`config.mk`:
```
export PLATFORM = sky130hd
export DESIGN_NAME = serdes_link_top
export DESIGN_NICKNAME = d
export VERILOG_FILES = /design/src/rtl/serdes_pkg.sv /design/src/rtl/pam4_transmitter.sv /design/src/rtl/isi_channel.sv /design/src/rtl/dfe_receiver.sv /design/src/rtl/tap_memory_arbiter.sv /design/src/rtl/serdes_link_top.sv
export SDC_FILE = /design/constraint.sdc
export NUM_CORES = 1
export LEC_CHECK = 0
export BUFFER_PORTS_ARGS = -buffer_cell sky130_fd_sc_hd__buf_2
export CAP_MARGIN = 20
export CORE_MARGIN = 5
export CORE_UTILIZATION = 60
export CTS_BUF_LIST = sky130_fd_sc_hd__clkbuf_4 sky130_fd_sc_hd__clkbuf_8
export DETAILED_ROUTE_END_ITERATION = 16
export GPL_TIMING_DRIVEN = 0
export PLACE_DENSITY = 0.85
export SETUP_SLACK_MARGIN = 0.1
export SYNTH_ARGS = -nofsm -noshare
export SYNTH_HDL_FRONTEND = slang
export SYNTH_SLANG_ARGS = --single-unit
```
`constraint.sdc`:
```
create_clock -name clock -period 11.33 [get_ports clock]
set_input_delay 2.8325 -clock clock [delete_from_list [all_inputs] [get_ports clock]]
set_output_delay 2.8325 -clock clock [all_outputs]
set_load 0.01 [all_outputs]
```
`src/rtl/serdes_pkg.sv`:
```
package serdes_pkg;

    localparam int level_w    = 8;  // signed sample width
    localparam int tap_w      = 8;  // signed taps, Q1.6
    localparam int tap_addr_w = 3;  // eight tap words
    localparam int tap_frac   = 6;  // 64 is unity gain
    localparam int level_sep  = 56; // distance between adjacent levels
    localparam int level_max  = 127; // symmetric saturation bound

    // outer and inner level magnitudes, 84 and 28
    localparam int level_outer = level_sep * 3 / 2;
    localparam int level_inner = level_sep / 2;

    typedef struct packed {
        logic                      valid;
        logic signed [level_w-1:0] level;
    } sample_t;

    typedef struct packed {
        logic                  valid;
        logic [tap_addr_w-1:0] addr;
    } tap_req_t;

    typedef struct packed {
        logic                    valid;
        logic signed [tap_w-1:0] tap;
    } tap_rsp_t;

    typedef struct packed {
        logic                    valid;
        logic [tap_addr_w-1:0]   addr;
        logic signed [tap_w-1:0] tap;
    } host_wr_t;

    typedef struct packed {
        logic       valid;
        logic [1:0] bits; // first bit in msb
    } bits_t;

    typedef enum logic [1:0] {
        ld_idle,
        ld_fetch, // requests going out
        ld_drain, // last grant seen, waiting on responses
        ld_ready
    } loader_state_e;

    // symbols in level order, value is the level index
    typedef enum logic [1:0] {
        sym_m3 = 2'b00, // bits 00
        sym_m1 = 2'b01, // bits 01
        sym_p1 = 2'b10, // bits 11
        sym_p3 = 2'b11  // bits 10
    } pam_symbol_e;

    // gray bit pair to level index
    function automatic pam_symbol_e gray_to_symbol(logic [1:0] bits);
        return pam_symbol_e'({bits[1], bits[1] ^ bits[0]});
    endfunction

    // level index back to gray bit pair
    function automatic logic [1:0] symbol_to_gray(pam_symbol_e sym);
        logic [1:0] idx;
        idx = sym;
        return {idx[1], idx[1] ^ idx[0]};
    endfunction

    function automatic logic signed [level_w-1:0] symbol_to_level(pam_symbol_e sym);
        case (sym)
            sym_m3:  return level_w'(-level_outer);
            sym_m1:  return level_w'(-level_inner);
            sym_p1:  return level_w'(level_inner);
            default: return level_w'(level_outer);
        endcase
    endfunction

endpackage

```
`src/rtl/pam4_transmitter.sv`:
```
`timescale 1ns/1ps

module pam4_transmitter import serdes_pkg::*; #(
    parameter logic [6:0] prbs_seed = 7'h7f // must be nonzero
) (
    input  logic    clock,
    input  logic    reset_n,
    input  logic    enable,   // run and taps ready
    output sample_t tx_sample
);

    logic [6:0]                prbs;      // x^7 + x^6 + 1, fibonacci form
    logic                      bit_first; // goes to msb of the pair
    logic                      bit_second;
    pam_symbol_e               sym;
    logic                      out_valid;
    logic signed [level_w-1:0] out_level;

    // two feedback steps unrolled
    assign bit_first  = prbs[6] ^ prbs[5];
    assign bit_second = prbs[5] ^ prbs[4]; // taps after one shift

    assign sym = gray_to_symbol({bit_first, bit_second});

    always_ff @(posedge clock) begin
        if (!reset_n) begin
            prbs      <= prbs_seed;
            out_valid <= 1'b0;
        end else begin
            out_valid <= enable; // one sample per enabled cycle
            if (enable) begin
                prbs <= {prbs[4:0], bit_first, bit_second}; // advance by two
            end
        end
    end

    // level register holds on idle cycles
    always_ff @(posedge clock) begin
        if (enable) begin
            out_level <= symbol_to_level(sym);
        end
    end

    assign tx_sample.valid = out_valid;
    assign tx_sample.level = out_level;

    // seed of zero would lock the generator
    initial begin
        assert (prbs_seed != 7'h00)
            else $error("pam4_transmitter: zero prbs seed");
    end

endmodule

```
`src/rtl/isi_channel.sv`:
```
`timescale 1ns/1ps

module isi_channel import serdes_pkg::*; #(
    parameter int num_channel_taps = 4 // h0 at address 0
) (
    input  logic     clock,
    input  logic     reset_n,
    input  logic     load_taps,  // restart the tap fetch
    input  sample_t  tx_sample,
    output tap_req_t tap_req,
    input  logic     tap_grant,
    input  tap_rsp_t tap_rsp,
    output logic     taps_loaded,
    output sample_t  channel_out
);

    localparam int idx_w = $clog2(num_channel_taps);
    localparam int acc_w = level_w + tap_w + idx_w; // room for the full sum

    loader_state_e             state;
    logic [idx_w-1:0]          req_idx;  // next address to request
    logic [idx_w-1:0]          rsp_idx;  // next tap slot to fill
    logic                      drop_rsp; // response left over from the old load
    logic                      rsp_take;
    logic signed [tap_w-1:0]   taps [num_channel_taps];
    logic signed [level_w-1:0] x_hist [1:num_channel_taps-1]; // x(n-1) onward
    logic signed [acc_w-1:0]   acc;
    logic signed [acc_w-1:0]   acc_sh;
    logic signed [level_w-1:0] sat_level;
    logic                      accept;
    logic                      out_valid;
    logic signed [level_w-1:0] out_level;

    assign tap_req.valid = (state == ld_fetch);
    assign tap_req.addr  = tap_addr_w'(req_idx);
    assign taps_loaded   = (state == ld_ready);
    assign rsp_take      = tap_rsp.valid & ~drop_rsp & ~load_taps;
    assign accept        = tx_sample.valid & taps_loaded & ~load_taps; // no filtering mid-load

    always_ff @(posedge clock) begin
        if (!reset_n) begin
            state    <= ld_idle;
            req_idx  <= '0;
            rsp_idx  <= '0;
            drop_rsp <= 1'b0;
        end else if (load_taps) begin
            state    <= ld_fetch;
            req_idx  <= '0;
            rsp_idx  <= '0;
            drop_rsp <= tap_req.valid & tap_grant; // that read returns next cycle
        end else begin
            drop_rsp <= 1'b0;
            if (state == ld_fetch && tap_grant) begin
                req_idx <= req_idx + 1'b1;
                if (req_idx == idx_w'(num_channel_taps - 1)) begin
                    state <= ld_drain;
                end
            end
            if (rsp_take) begin
                rsp_idx <= rsp_idx + 1'b1;
                if (state == ld_drain && rsp_idx == idx_w'(num_channel_taps - 1)) begin
                    state <= ld_ready; // last tap in
                end
            end
        end
    end

    always_ff @(posedge clock) begin
        if (rsp_take) begin
            taps[rsp_idx] <= tap_rsp.tap; // responses come back in request order
        end
    end

    // fir over current sample and history
    always_comb begin
        acc = taps[0] * tx_sample.level;
        for (int k = 1; k < num_channel_taps; k++) begin
            acc = acc + taps[k] * x_hist[k];
        end
        acc_sh = acc >>> tap_frac; // drop the q1.6 fraction
        if (acc_sh > level_max) begin
            sat_level = level_w'(level_max);
        end else if (acc_sh < -level_max) begin
            sat_level = level_w'(-level_max);
        end else begin
            sat_level = level_w'(acc_sh);
        end
    end

    always_ff @(posedge clock) begin
        if (!reset_n) begin
            for (int k = 1; k < num_channel_taps; k++) begin
                x_hist[k] <= '0;
            end
            out_valid <= 1'b0;
        end else begin
            out_valid <= accept;
            if (accept) begin // history moves only on valid samples
                x_hist[1] <= tx_sample.level;
                for (int k = 2; k < num_channel_taps; k++) begin
                    x_hist[k] <= x_hist[k-1];
                end
            end
        end
    end

    always_ff @(posedge clock) begin
        if (accept) begin
            out_level <= sat_level;
        end
    end

    assign channel_out.valid = out_valid;
    assign channel_out.level = out_level;

    // nothing leaves the channel while a tap load is in progress
    assert property (@(posedge clock) disable iff (!reset_n)
        !taps_loaded |-> !channel_out.valid)
        else $error("isi_channel: output valid while taps not loaded");

endmodule

```
`src/rtl/dfe_receiver.sv`:
```
`timescale 1ns/1ps

module dfe_receiver import serdes_pkg::*; #(
    parameter int num_dfe_taps  = 3,
    parameter int dfe_base_addr = 4 // g1 lives here
) (
    input  logic     clock,
    input  logic     reset_n,
    input  logic     load_taps,
    input  sample_t  rx_sample,
    output tap_req_t tap_req,
    input  logic     tap_grant,
    input  tap_rsp_t tap_rsp,
    output logic     taps_loaded,
    output bits_t    rx_bits
);

    localparam int idx_w = $clog2(num_dfe_taps);
    localparam int fb_w  = level_w + tap_w + idx_w;
    localparam int eq_w  = fb_w + 1; // input minus feedback

    loader_state_e             state;
    logic [idx_w-1:0]          req_idx;
    logic [idx_w-1:0]          rsp_idx;
    logic                      drop_rsp; // stale read after a restart
    logic                      rsp_take;
    logic signed [tap_w-1:0]   taps [num_dfe_taps];       // g1..gN
    logic signed [level_w-1:0] d_hist [1:num_dfe_taps];   // d(n-1) onward
    logic signed [fb_w-1:0]    fb;
    logic signed [eq_w-1:0]    eq;
    pam_symbol_e               decision;
    logic                      accept;
    logic                      out_valid;
    logic [1:0]                out_bits;

    // nearest level, thresholds at -56, 0, 56
    function automatic pam_symbol_e slice(logic signed [eq_w-1:0] v);
        if (v >= level_sep) begin
            return sym_p3;
        end else if (v >= 0) begin
            return sym_p1;
        end else if (v >= -level_sep) begin
            return sym_m1;
        end
        return sym_m3;
    endfunction

    assign tap_req.valid = (state == ld_fetch);
    assign tap_req.addr  = tap_addr_w'(dfe_base_addr) + tap_addr_w'(req_idx);
    assign taps_loaded   = (state == ld_ready);
    assign rsp_take      = tap_rsp.valid & ~drop_rsp & ~load_taps;
    assign accept        = rx_sample.valid & taps_loaded;

    always_ff @(posedge clock) begin
        if (!reset_n) begin
            state    <= ld_idle;
            req_idx  <= '0;
            rsp_idx  <= '0;
            drop_rsp <= 1'b0;
        end else if (load_taps) begin // restart from g1
            state    <= ld_fetch;
            req_idx  <= '0;
            rsp_idx  <= '0;
            drop_rsp <= tap_req.valid & tap_grant;
        end else begin
            drop_rsp <= 1'b0;
            if (state == ld_fetch && tap_grant) begin
                req_idx <= req_idx + 1'b1;
                if (req_idx == idx_w'(num_dfe_taps - 1)) begin
                    state <= ld_drain; // all requests granted
                end
            end
            if (rsp_take) begin
                rsp_idx <= rsp_idx + 1'b1;
                if (state == ld_drain && rsp_idx == idx_w'(num_dfe_taps - 1)) begin
                    state <= ld_ready;
                end
            end
        end
    end

    always_ff @(posedge clock) begin
        if (rsp_take) begin
            taps[rsp_idx] <= tap_rsp.tap;
        end
    end

    // feedback from past decisions, then slice
    always_comb begin
        fb = '0;
        for (int k = 1; k <= num_dfe_taps; k++) begin
            fb = fb + taps[k-1] * d_hist[k];
        end
        eq       = rx_sample.level - (fb >>> tap_frac);
        decision = slice(eq);
    end

    always_ff @(posedge clock) begin
        if (!reset_n) begin
            for (int k = 1; k <= num_dfe_taps; k++) begin
                d_hist[k] <= '0;
            end
            out_valid <= 1'b0;
        end else begin
            out_valid <= accept;
            if (accept) begin
                d_hist[1] <= symbol_to_level(decision); // ideal level, not eq
                for (int k = 2; k <= num_dfe_taps; k++) begin
                    d_hist[k] <= d_hist[k-1];
                end
            end
        end
    end

    always_ff @(posedge clock) begin
        if (accept) begin
            out_bits <= symbol_to_gray(decision);
        end
    end

    assign rx_bits.valid = out_valid;
    assign rx_bits.bits  = out_bits;

endmodule

```
`src/rtl/tap_memory_arbiter.sv`:
```
`timescale 1ns/1ps

module tap_memory_arbiter import serdes_pkg::*; (
    input  logic     clock,
    input  logic     reset_n,
    input  host_wr_t host_wr,     // highest priority
    input  tap_req_t channel_req,
    input  tap_req_t dfe_req,     // lowest priority
    output logic     channel_grant,
    output logic     dfe_grant,
    output tap_rsp_t channel_rsp,
    output tap_rsp_t dfe_rsp
);

    logic signed [tap_w-1:0] mem [2**tap_addr_w]; // taps h0..h3, g1..g3, spare
    logic [tap_addr_w-1:0]   rd_addr;
    logic signed [tap_w-1:0] rd_data;
    logic                    ch_rsp_valid;
    logic                    dfe_rsp_valid;

    // fixed priority, host write blocks both reads
    assign channel_grant = channel_req.valid & ~host_wr.valid;
    assign dfe_grant     = dfe_req.valid & ~host_wr.valid & ~channel_req.valid;

    assign rd_addr = channel_grant ? channel_req.addr : dfe_req.addr; // single read port

    always_ff @(posedge clock) begin
        if (host_wr.valid) begin
            mem[host_wr.addr] <= host_wr.tap; // written in the granted cycle
        end
        if (channel_grant || dfe_grant) begin
            rd_data <= mem[rd_addr]; // one cycle read latency
        end
    end

    // response goes to whoever held the grant last cycle
    always_ff @(posedge clock) begin
        if (!reset_n) begin
            ch_rsp_valid  <= 1'b0;
            dfe_rsp_valid <= 1'b0;
        end else begin
            ch_rsp_valid  <= channel_grant;
            dfe_rsp_valid <= dfe_grant;
        end
    end

    assign channel_rsp.valid = ch_rsp_valid;
    assign channel_rsp.tap   = rd_data;
    assign dfe_rsp.valid     = dfe_rsp_valid;
    assign dfe_rsp.tap       = rd_data; // shared, only one valid at a time

    assert property (@(posedge clock) disable iff (!reset_n)
        !(channel_grant && dfe_grant) &&
        !(host_wr.valid && (channel_grant || dfe_grant)))
        else $error("tap_memory_arbiter: overlapping grants");

    // loaders must keep asking until served
    assert property (@(posedge clock) disable iff (!reset_n)
        (channel_req.valid && !channel_grant) |=> channel_req.valid)
        else $error("tap_memory_arbiter: channel dropped a pending request");

    assert property (@(posedge clock) disable iff (!reset_n)
        (dfe_req.valid && !dfe_grant) |=> dfe_req.valid)
        else $error("tap_memory_arbiter: dfe dropped a pending request");

endmodule

```
`src/rtl/serdes_link_top.sv`:
```
`timescale 1ns/1ps

module serdes_link_top import serdes_pkg::*; #(
    parameter int         num_channel_taps = 4,
    parameter int         num_dfe_taps     = 3,
    parameter int         dfe_base_addr    = 4,     // after the channel taps
    parameter logic [6:0] prbs_seed        = 7'h7f
) (
    input  logic     clock,
    input  logic     reset_n,
    input  host_wr_t host_wr,    // testbench fills the tap memory
    input  logic     load_taps,  // pulse
    input  logic     run,        // level
    output logic     taps_ready,
    output sample_t  channel_out,
    output bits_t    rx_bits
);

    sample_t  tx_sample;
    tap_req_t ch_req;
    tap_req_t dfe_req;
    tap_rsp_t ch_rsp;
    tap_rsp_t dfe_rsp;
    logic     ch_grant;
    logic     dfe_grant;
    logic     ch_loaded;
    logic     dfe_loaded;

    assign taps_ready = ch_loaded & dfe_loaded; // both loaders done

    pam4_transmitter #(
        .prbs_seed (prbs_seed)
    ) u_tx (
        .clock     (clock),
        .reset_n   (reset_n),
        .enable    (run & taps_ready), // no samples before the taps are in
        .tx_sample (tx_sample)
    );

    isi_channel #(
        .num_channel_taps (num_channel_taps)
    ) u_channel (
        .clock       (clock),
        .reset_n     (reset_n),
        .load_taps   (load_taps),
        .tx_sample   (tx_sample),
        .tap_req     (ch_req),
        .tap_grant   (ch_grant),
        .tap_rsp     (ch_rsp),
        .taps_loaded (ch_loaded),
        .channel_out (channel_out)
    );

    dfe_receiver #(
        .num_dfe_taps  (num_dfe_taps),
        .dfe_base_addr (dfe_base_addr)
    ) u_dfe (
        .clock       (clock),
        .reset_n     (reset_n),
        .load_taps   (load_taps),
        .rx_sample   (channel_out), // no noise stage in between
        .tap_req     (dfe_req),
        .tap_grant   (dfe_grant),
        .tap_rsp     (dfe_rsp),
        .taps_loaded (dfe_loaded),
        .rx_bits     (rx_bits)
    );

    tap_memory_arbiter u_arbiter (
        .clock         (clock),
        .reset_n       (reset_n),
        .host_wr       (host_wr),
        .channel_req   (ch_req),
        .dfe_req       (dfe_req),
        .channel_grant (ch_grant),
        .dfe_grant     (dfe_grant),
        .channel_rsp   (ch_rsp),
        .dfe_rsp       (dfe_rsp)
    );

endmodule

```
Yosys cells after proc, flatten, opt, wreduce, memory -nomap -nowiden:

Memories as Yosys holds them, arrays and structs flattened. A register that Yosys moved wholly into a read port is not among the register bits.
Index checks and enable logic that the tools add are counted.

* memory bits (writable): 168
* register bits after elaboration: 44
* logic and storage cells: 144
* input port bits: 16
* latch bits: 0
* memories: 5
* ROM bits: 0
* output and inout port bits: 13

Memories
* u_arbiter.mem: words 8, bits a word 8, read ports 1, clocked after memory_dff 1, write ports 1, RTL line tap_memory_arbiter.sv:15 `logic signed [tap_w-1:0] mem [2**tap_addr_w];`
* u_channel.taps: words 4, bits a word 8, read ports 4, clocked after memory_dff 0, write ports 1, RTL line isi_channel.sv:25 `logic signed [tap_w-1:0] taps [num_channel_taps];`
* u_channel.x_hist: words 3, bits a word 8, read ports 3, clocked after memory_dff 0, write ports 3, RTL line isi_channel.sv:26 `logic signed [level_w-1:0] x_hist [1:num_channel_taps-1];`
* u_dfe.d_hist: words 3, bits a word 8, read ports 3, clocked after memory_dff 0, write ports 3, RTL line dfe_receiver.sv:28 `logic signed [level_w-1:0] d_hist [1:num_dfe_taps];`
* u_dfe.taps: words 3, bits a word 8, read ports 3, clocked after memory_dff 0, write ports 1, RTL line dfe_receiver.sv:27 `logic signed [tap_w-1:0] taps [num_dfe_taps];`

* $add $sub $neg: 11
* reduce and logical (&&, ||, !) cells: 10
* magnitude comparators: 5
* eq/ne operators: 14
* mux-type cells: 42
* divide/modulo/power cells: 0
* shift operators: 0
* bitwise logic cells: 30
* multipliers: 7

Operator list (number)
* multiplier 8 x 8 -> 16 bit: 7
* two-way mux 8 bit: 9
* adder 18 bit: 3
* case mux 8 bit (3 select lines): 2
* adder 18 x 16 -> 18 bit: 2
* greater-or-equal comparator 13 x 7 -> 1 bit (second input constant): 2
* two-way mux 2 bit: 12
* == test 2 bit (second input constant): 10
* two-way mux 1 bit: 18
* AND 1 bit: 14
* greater-or-equal comparator 13 x 1 -> 1 bit (second input constant): 1
* subtractor 8 x 12 -> 13 bit: 1
* > comparator 12 x 8 -> 1 bit (second input constant): 1
* < comparator 12 x 8 -> 1 bit (second input constant): 1
* adder 2 x 1 -> 2 bit (second input constant): 4
* == test 2 x 1 -> 1 bit (second input constant): 4
* inverter 1 bit: 6
* OR 1 bit: 6
* logical AND 1 bit: 4
* logical NOT 2 bit: 2
* OR reduction 2 bit: 2
* XOR 1 bit: 4
* adder 3 x 2 -> 3 bit (first input constant): 1
* two-way mux 3 bit: 1
* 2 further kinds: 2

Depth between registers and ports, before layout:

Gate-level depths: netlist (run 1).
An unclocked memory read counts as a cell.

* depth after elaboration: 15
* depth in mapped cells: 39
* depth with buffers taken out: 38

Modules after synthesis:

Synthesis (run 1) repeated with hierarchy kept, for this count alone.

* cell total of the unflattened synthesis: 2473
* area, all modules: 26172.6 µm²

By module, submodules not included
* isi_channel: cells each 1318, seq. area each 2082.0 µm², instances 1, area each 13827.0 µm²
* dfe_receiver: cells each 891, seq. area each 1391.3 µm², instances 1, area each 8623.3 µm²
* tap_memory_arbiter: cells each 216, seq. area each 2202.1 µm², instances 1, area each 3180.6 µm²
* pam4_transmitter: cells each 46, seq. area each 280.3 µm², instances 1, area each 529.3 µm²
* serdes_link_top: cells each 2, seq. area each 0.0 µm², instances 1, area each 12.5 µm²

Worst setup path before layout (run 1):

Ideal clock, no wire load.

* path type: register -> register
* start: register, netlist name u_dfe.d_hist[0][23]
* end: register, netlist name u_dfe.d_hist[0][11]
* data required time: 11.075 ns
* setup time: 0.255 ns
* path buffers: 1
* cell stages (with the launch flop): 34
* arrival time: 8.443 ns
* period minus slack after synthesis: 8.698 ns
* path slack: 2.632 ns
* cell sequence: edfxtp_1 -> clkbuf_1 -> and2_1 -> fa_1 -> fa_1 -> fa_1 -> fa_1 -> ha_1 -> nor2b_1 -> o21ai_0 -> a21boi_0 -> o21a_1 -> nor2_1 -> xnor2_1 -> ha_1 -> inv_1 -> fa_1 -> inv_1 -> fa_1 -> inv_1 -> fa_1 -> inv_1 -> ha_1 -> nand3_1 -> o2111ai_1 -> a21oi_1 -> xor2_1 -> ha_1 -> and3_1 -> a2111oi_0 -> o21bai_1 -> xnor2_1 -> or4_1 -> and3_1

==> reports/metrics.cfg, run 1 <==
[cts]
post-cts-setup-buffers = 0
cts_resized = 0
insertion_delay_ns = 0.50
cts.clk_slew.worst_paths_ns = 0.12
root_buffer = clkbuf_8
cts_sinks = 198
htreeDepth = 4
cts_buffers = 17
cts_buffer_depth = 2
cts_tree = yes
hold_buffers = 0

[worst_setup_path]
critical_path_buf_inv_count = 5
slowest_delay_ns = 0.59
r2r-end = u_dfe.d_hist[0][11]
r2r.worst_path.cells = 33
regToRegSetupSlack_ns = 1.59
reg2reg_from = u_dfe.d_hist[0][23]
worst-path-stages = 33
path_max_fanout = 10
cp_slowest_cell = or4_1
required_ns = 11.57
cp-start-kind = flop
path_common_cell = fa_1
cp-end-kind = flop
critPathTopFamily = adder cells
path_class = flop to flop
cp.arrival_ns = 9.98

[global_route]
grt_pass1_wl_um = 73900
grtUsageTotal = 0.225
grt_max_degree = 22
overflow = 0
antenna_found_initial = 1
first_global_vias = 15400

[hold_path]
min-delay-start = u_tx.prbs[1]
holdPathEnd = u_tx.prbs[3]
worstHoldPathType = flop to flop
whs_path_depth = 2

[synthesis]
synth_seq_cells = 198
syn_avg_cell_area_um2 = 10.9
synthAdderAreaFrac = 0.422
synth_cell_type_count = 65
synthMuxAreaShare = 0.0239
netlist_area_mm2 = 0.0219
synth_top_family_by_area = adder cells
synth-seq-area-share = 0.259
synth_compound_area_frac = 0.0461
yosysWarnings = 0
synth-simple-area-share = 0.131
synth_edf_count = 172
synth-xor-area-share = 0.0448
synth_cells = 2017
synth_most_common_cell = inv_1
synth_top_cell_by_area = fa_1
synth-main-ff-cell = edfxtp_1
synth_common_cells = 391 x inv_1, 305 x fa_1, 251 x ha_1, 176 x and2_1, 172 x edfxtp_1
yosys-top-cells-area = fa_1 28%, edfxtp_1 24%, ha_1 14%
async_flop_share = 0
synth.top_cell.area_share = 0.279
synthesis.nets = 2589

[floorplanning]
placeableCoreArea_mm2 = 0.0363
start_util = 0.603
die_area_mm2 = 0.0404
num_io_pins = 29
die_y_um = 201
row_count = 70
die_w_um = 201

[flow_run]
cap_violations = 0

[layout]
syn_to_final_growth_pct = 5.27
final_util = 0.635
nNetsFinal = 2639
layout-drive-gt1-share = 0.0543
fill_cells = 2657

[timing]
fin_setup_tns_ns = 0
min_period_ns = 9.74
fin_crit_sh = 0.859
tightest_slew_ns = 0.909
setup_violations = 0
rsz0062_at_grt = no
fin_worst_skew_ns = 0.0226
clock.fmax_mhz = 103
slew_headroom = 0.394
finalHoldViolations = 0
finalMaxSlewViolations = 0

[placed_design]
port_buffers = 28
gp_congestion = 0.892
hpwl_um = 36200

[routing]
vias = 14100
dr.pass1.iters = 5
drc_errors = 0
first_iter_violations = 876
drt-wirelength-per-cell_um = 17.1
avgViaCountPerCell = 5.52
wl_um = 43500
ant_nets = 0

[outcome]
status = finished clean

==> cell type report <==
class                           instances  area [um2]  area share
Antenna cell                            1        2.50    0.000108
Clock inverter                         15         173     0.00748
Buffer                                 29         121     0.00526
Inverter                              391        1470      0.0636
Clock buffer                           17         234      0.0101
Tap cell                              468         586      0.0254
Sequential cell                       198        5690       0.246
Multi-Input combinational cell       1399       14600       0.635
Timing Repair Buffer                   31         160     0.00694
==> cell usage in the layout (no fill, tap or decap), types with 32 or more instances in the layout <==
cell,n
nand2_1,151
nor2_1,70
edfxtp_1,172
and2_1,176
inv_1,391
nand2b_1,50
fa_1,305
o21ai_0,32
ha_1,251
xnor2_1,91
a21oi_1,49
==> flip-flops by register name (all words and copies together) (netlist names), 4 cells and up <==
signal	cells
u_tx.prbs	7
u_arbiter.mem	64
u_channel.out_level	8
u_channel.taps	32
u_tx.out_level	4
u_dfe.d_hist	15
u_channel.x_hist	15
u_dfe.taps	24
u_arbiter.rd_data	8
==> stage by stage <==
stage / area, um2 / std cells / hold slack [ns] / setup slack (ns)
after floorplan: 21900 / 2017 / 0.440 / 2.63
after global placement: 22600 / 2513 / 0.444 / 1.72
after detailed placement: 22600 / 2513 / 0.474 / 1.59
after CTS: 23000 / 2545 / 0.478 / 1.53
after global routing: 23100 / 2548 / 0.493 / 0.833
final: 23100 / 2549 / 0.469 / 1.59
==> worst max path at each step <==
stage / to / startpoint
after floorplan: u_dfe.d_hist[0][11] / u_dfe.d_hist[0][23]
after global placement: u_dfe.d_hist[0][11] / u_dfe.d_hist[0][23]
after detailed placement: u_dfe.d_hist[0][11] / u_dfe.d_hist[0][23]
after CTS: u_dfe.d_hist[0][11] / u_dfe.d_hist[0][23]
after global routing: u_dfe.d_hist[0][11] / u_dfe.d_hist[0][23]
final: u_dfe.d_hist[0][11] / u_dfe.d_hist[0][23]
==> routing by layer <==
layer	up-vias	share of wire	GRT usage
met5	-	0.00018	0
met3	89	0.055	0.0348
met4	2	0.025	0.0678
met2	395	0.50	0.390
li1	6527	-	-
met1	7052	0.42	0.294
==> worst min-delay path, cell delays in order (launching register included) <==
cell	delay (ns)
dfxtp_1	0.33
nand2_1	0.05
nand3_1	0.07
==> kinds of logic (layout without fill, tap and decap cells) <==
group	count (synthesis)	in the layout
and+or+nand+nor	546	546
other	0	1
xor gates and xnor gates	112	112
muxes	31	31
buffers and inverters	420	483
DFF	198	198
adders and majority gates	556	556
AOI/OAI and AO/OA	154	154
Power of run 1 is left out: the tool's default activity adds up to more than one toggle a clock period on the data nets, which glitch-free logic cannot reach.
==> run 2, diff against run 1 <==
Settings changed: CTS_BUF_LIST sky130_fd_sc_hd__clkbuf_4 sky130_fd_sc_hd__clkbuf_8 to sky130_fd_sc_hd__clkbuf_2.
Clock period 11.33 ns to 9 ns, I/O delays scaled along.
==> reports/metrics.cfg, run 2 (synthesis gave the netlist of run 1 again) <==
[worst_setup_path]
required_ns = 9.60  ; -1.97 ns
slowest_delay_ns = 0.58  ; about the same
path_max_fanout = 4  ; -6
cp-end-kind = flop
path_class = flop to flop
critPathTopFamily = adder cells
critical_path_buf_inv_count = 9  ; +4
cp.arrival_ns = 9.59  ; -0.39 ns
worst-path-stages = 33  ; unchanged
cp-start-kind = flop
cp_slowest_cell = edfxtp_1
r2r.worst_path.cells = 33  ; unchanged

[timing]
finalMaxSlewViolations = 0  ; unchanged
fin_crit_sh = 0.999  ; +0.139
slew_headroom = 0.365  ; -0.0288
fin_worst_skew_ns = 0.0693  ; +0.0466 ns
rsz0062_at_grt = yes
tightest_slew_ns = 0.953  ; +0.0433 ns
fin_setup_tns_ns = 0  ; unchanged
min_period_ns = 8.99  ; -0.749 ns
clock.fmax_mhz = 111  ; +8.3%
finalHoldViolations = 0  ; unchanged
setup_violations = 0  ; unchanged

[cts]
root_buffer = clkbuf_2
insertion_delay_ns = 0.86  ; +0.36 ns
htreeDepth = 4  ; unchanged
cts.clk_slew.worst_paths_ns = 0.35  ; +0.23 ns
cts_tree = yes
cts_buffer_depth = 2  ; unchanged
cts_sinks = 198  ; unchanged
cts_buffers = 17  ; unchanged
hold_buffers = 0  ; unchanged

[floorplanning]
num_io_pins = 29  ; unchanged
die_y_um = 201  ; unchanged
die_area_mm2 = 0.0404  ; unchanged
placeableCoreArea_mm2 = 0.0363  ; unchanged
die_w_um = 201  ; unchanged
row_count = 70  ; unchanged
start_util = 0.603  ; unchanged

[layout]
largest_register_ffs = 64  ; unchanged
final_cell_area_mm2 = 0.0237  ; +2.6%
mostFrequentLayoutCells = 383 x inv_1, 302 x fa_1, 237 x ha_1, 174 x and2_1, 172 x edfxtp_1
layout-drive-gt1-share = 0.109  ; +0.0546
top_regs = u_arbiter.mem x64, u_channel.taps x32, u_dfe.taps x24
nNetsFinal = 2680  ; +1.6%
syn_to_final_growth_pct = 8.02
layout_commonest_cell = inv_1
regMostFlops = u_arbiter.mem

[routing]
first_iter_violations = 930  ; +6.2%
drt-wirelength-per-cell_um = 17.4  ; +1.8%
ant_nets = 0  ; unchanged
wl_um = 45000  ; +3.5%
avgViaCountPerCell = 5.55  ; +0.64%
dr.pass1.iters = 9  ; +4
vias = 14400  ; +2.3%
drc_errors = 0  ; unchanged

[flow_run]
cap_violations = 0  ; unchanged

[placed_design]
place_area_mm2 = 0.0226  ; unchanged
port_buffers = 28  ; unchanged
gp_congestion = 0.892  ; unchanged
hpwl_um = 36200  ; unchanged

[global_route]
grt_max_degree = 22  ; unchanged
overflow = 0  ; unchanged
grt_pass1_wl_um = 74600  ; +0.85%
grtUsageTotal = 0.227  ; +0.00218
antenna_found_initial = 2  ; +1
first_global_vias = 15500  ; +0.96%

[outcome]
status = finished clean

[hold_path]
whs_path_depth = 2  ; unchanged
worstHoldPathType = flop to flop

## run 2: cell count changes in the layout (fill, tap and decap cells not counted), moves of 8 or more
cell,before,now
ha_4,0,11
clkbuf_2,1,22
inv_1,391,383
a21oi_2,1,12
clkbuf_1,24,16
buf_4,3,42
a21oi_1,49,38
inv_2,0,8
ha_1,251,237
clkbuf_8,17,1
## run 2: metrics by stage
step | worst slack [ns] | hold slack (ns) | instances | utilization
6_report | 0.0116 | 0.432 | 2590 | 0.651
5_1_grt | -0.324 | 0.447 | 2590 | 0.651
4_1_cts | -0.0418 | 0.446 | 2559 | 0.639
3_5_place_dp | -0.742 | 0.474 | 2513 | 0.623
3_3_place_gp | -0.605 | 0.444 | 2513 | 0.623
2_1_floorplan | 0.302 | 0.440 | 2017 | -
## run 2: area by class of cell
class,instances,area (um2)
clock buffers,17,85.1
repair buffers,72,469
flip-flops and latches,198,5690
plain buffers,29,143
diodes,1,2.50
well taps,468,586
multi-input cells,1399,15100
clock inverters,15,173
fillers,2574,12700
inverters,391,1470
## run 2: repair_timing
action,CTS,global route
resized for setup,43,61
setup buffers,14,27
pin swaps,24,31
endpoints found under the setup margin,13,13
## run 2: routing by layer
metal	global-route usage	vias up	share of wire
met3	0.0440	86	0.058
met1	0.294	7287	0.41
met5	0	-	0.00016
met2	0.391	395	0.51
met4	0.0674	2	0.025
li1	-	6613	-
## run 2: final timing paths
kind | startpoint | to | slack (ns)
min reg2reg | u_tx.prbs[1] | u_tx.prbs[3] | 0.43
min | u_tx.prbs[1] | u_tx.prbs[3] | 0.43
max reg2reg | u_dfe.d_hist[0][23] | u_dfe.d_hist[0][11] | 0.01
max | u_dfe.d_hist[0][23] | u_dfe.d_hist[0][11] | 0.01
## run 2: worst reg2reg max path: cells and delay by family (launching register included)
kind,cells,cell delay (ns)
buffers and inverters,9,0.92
adders and majority gates,11,4.59
xor gates and xnor gates,2,0.27
AOI/OAI and AO/OA,7,1.53
DFF,1,0.58
and+or+nand+nor,4,0.89
Power of run 2 is left out for the same reason.
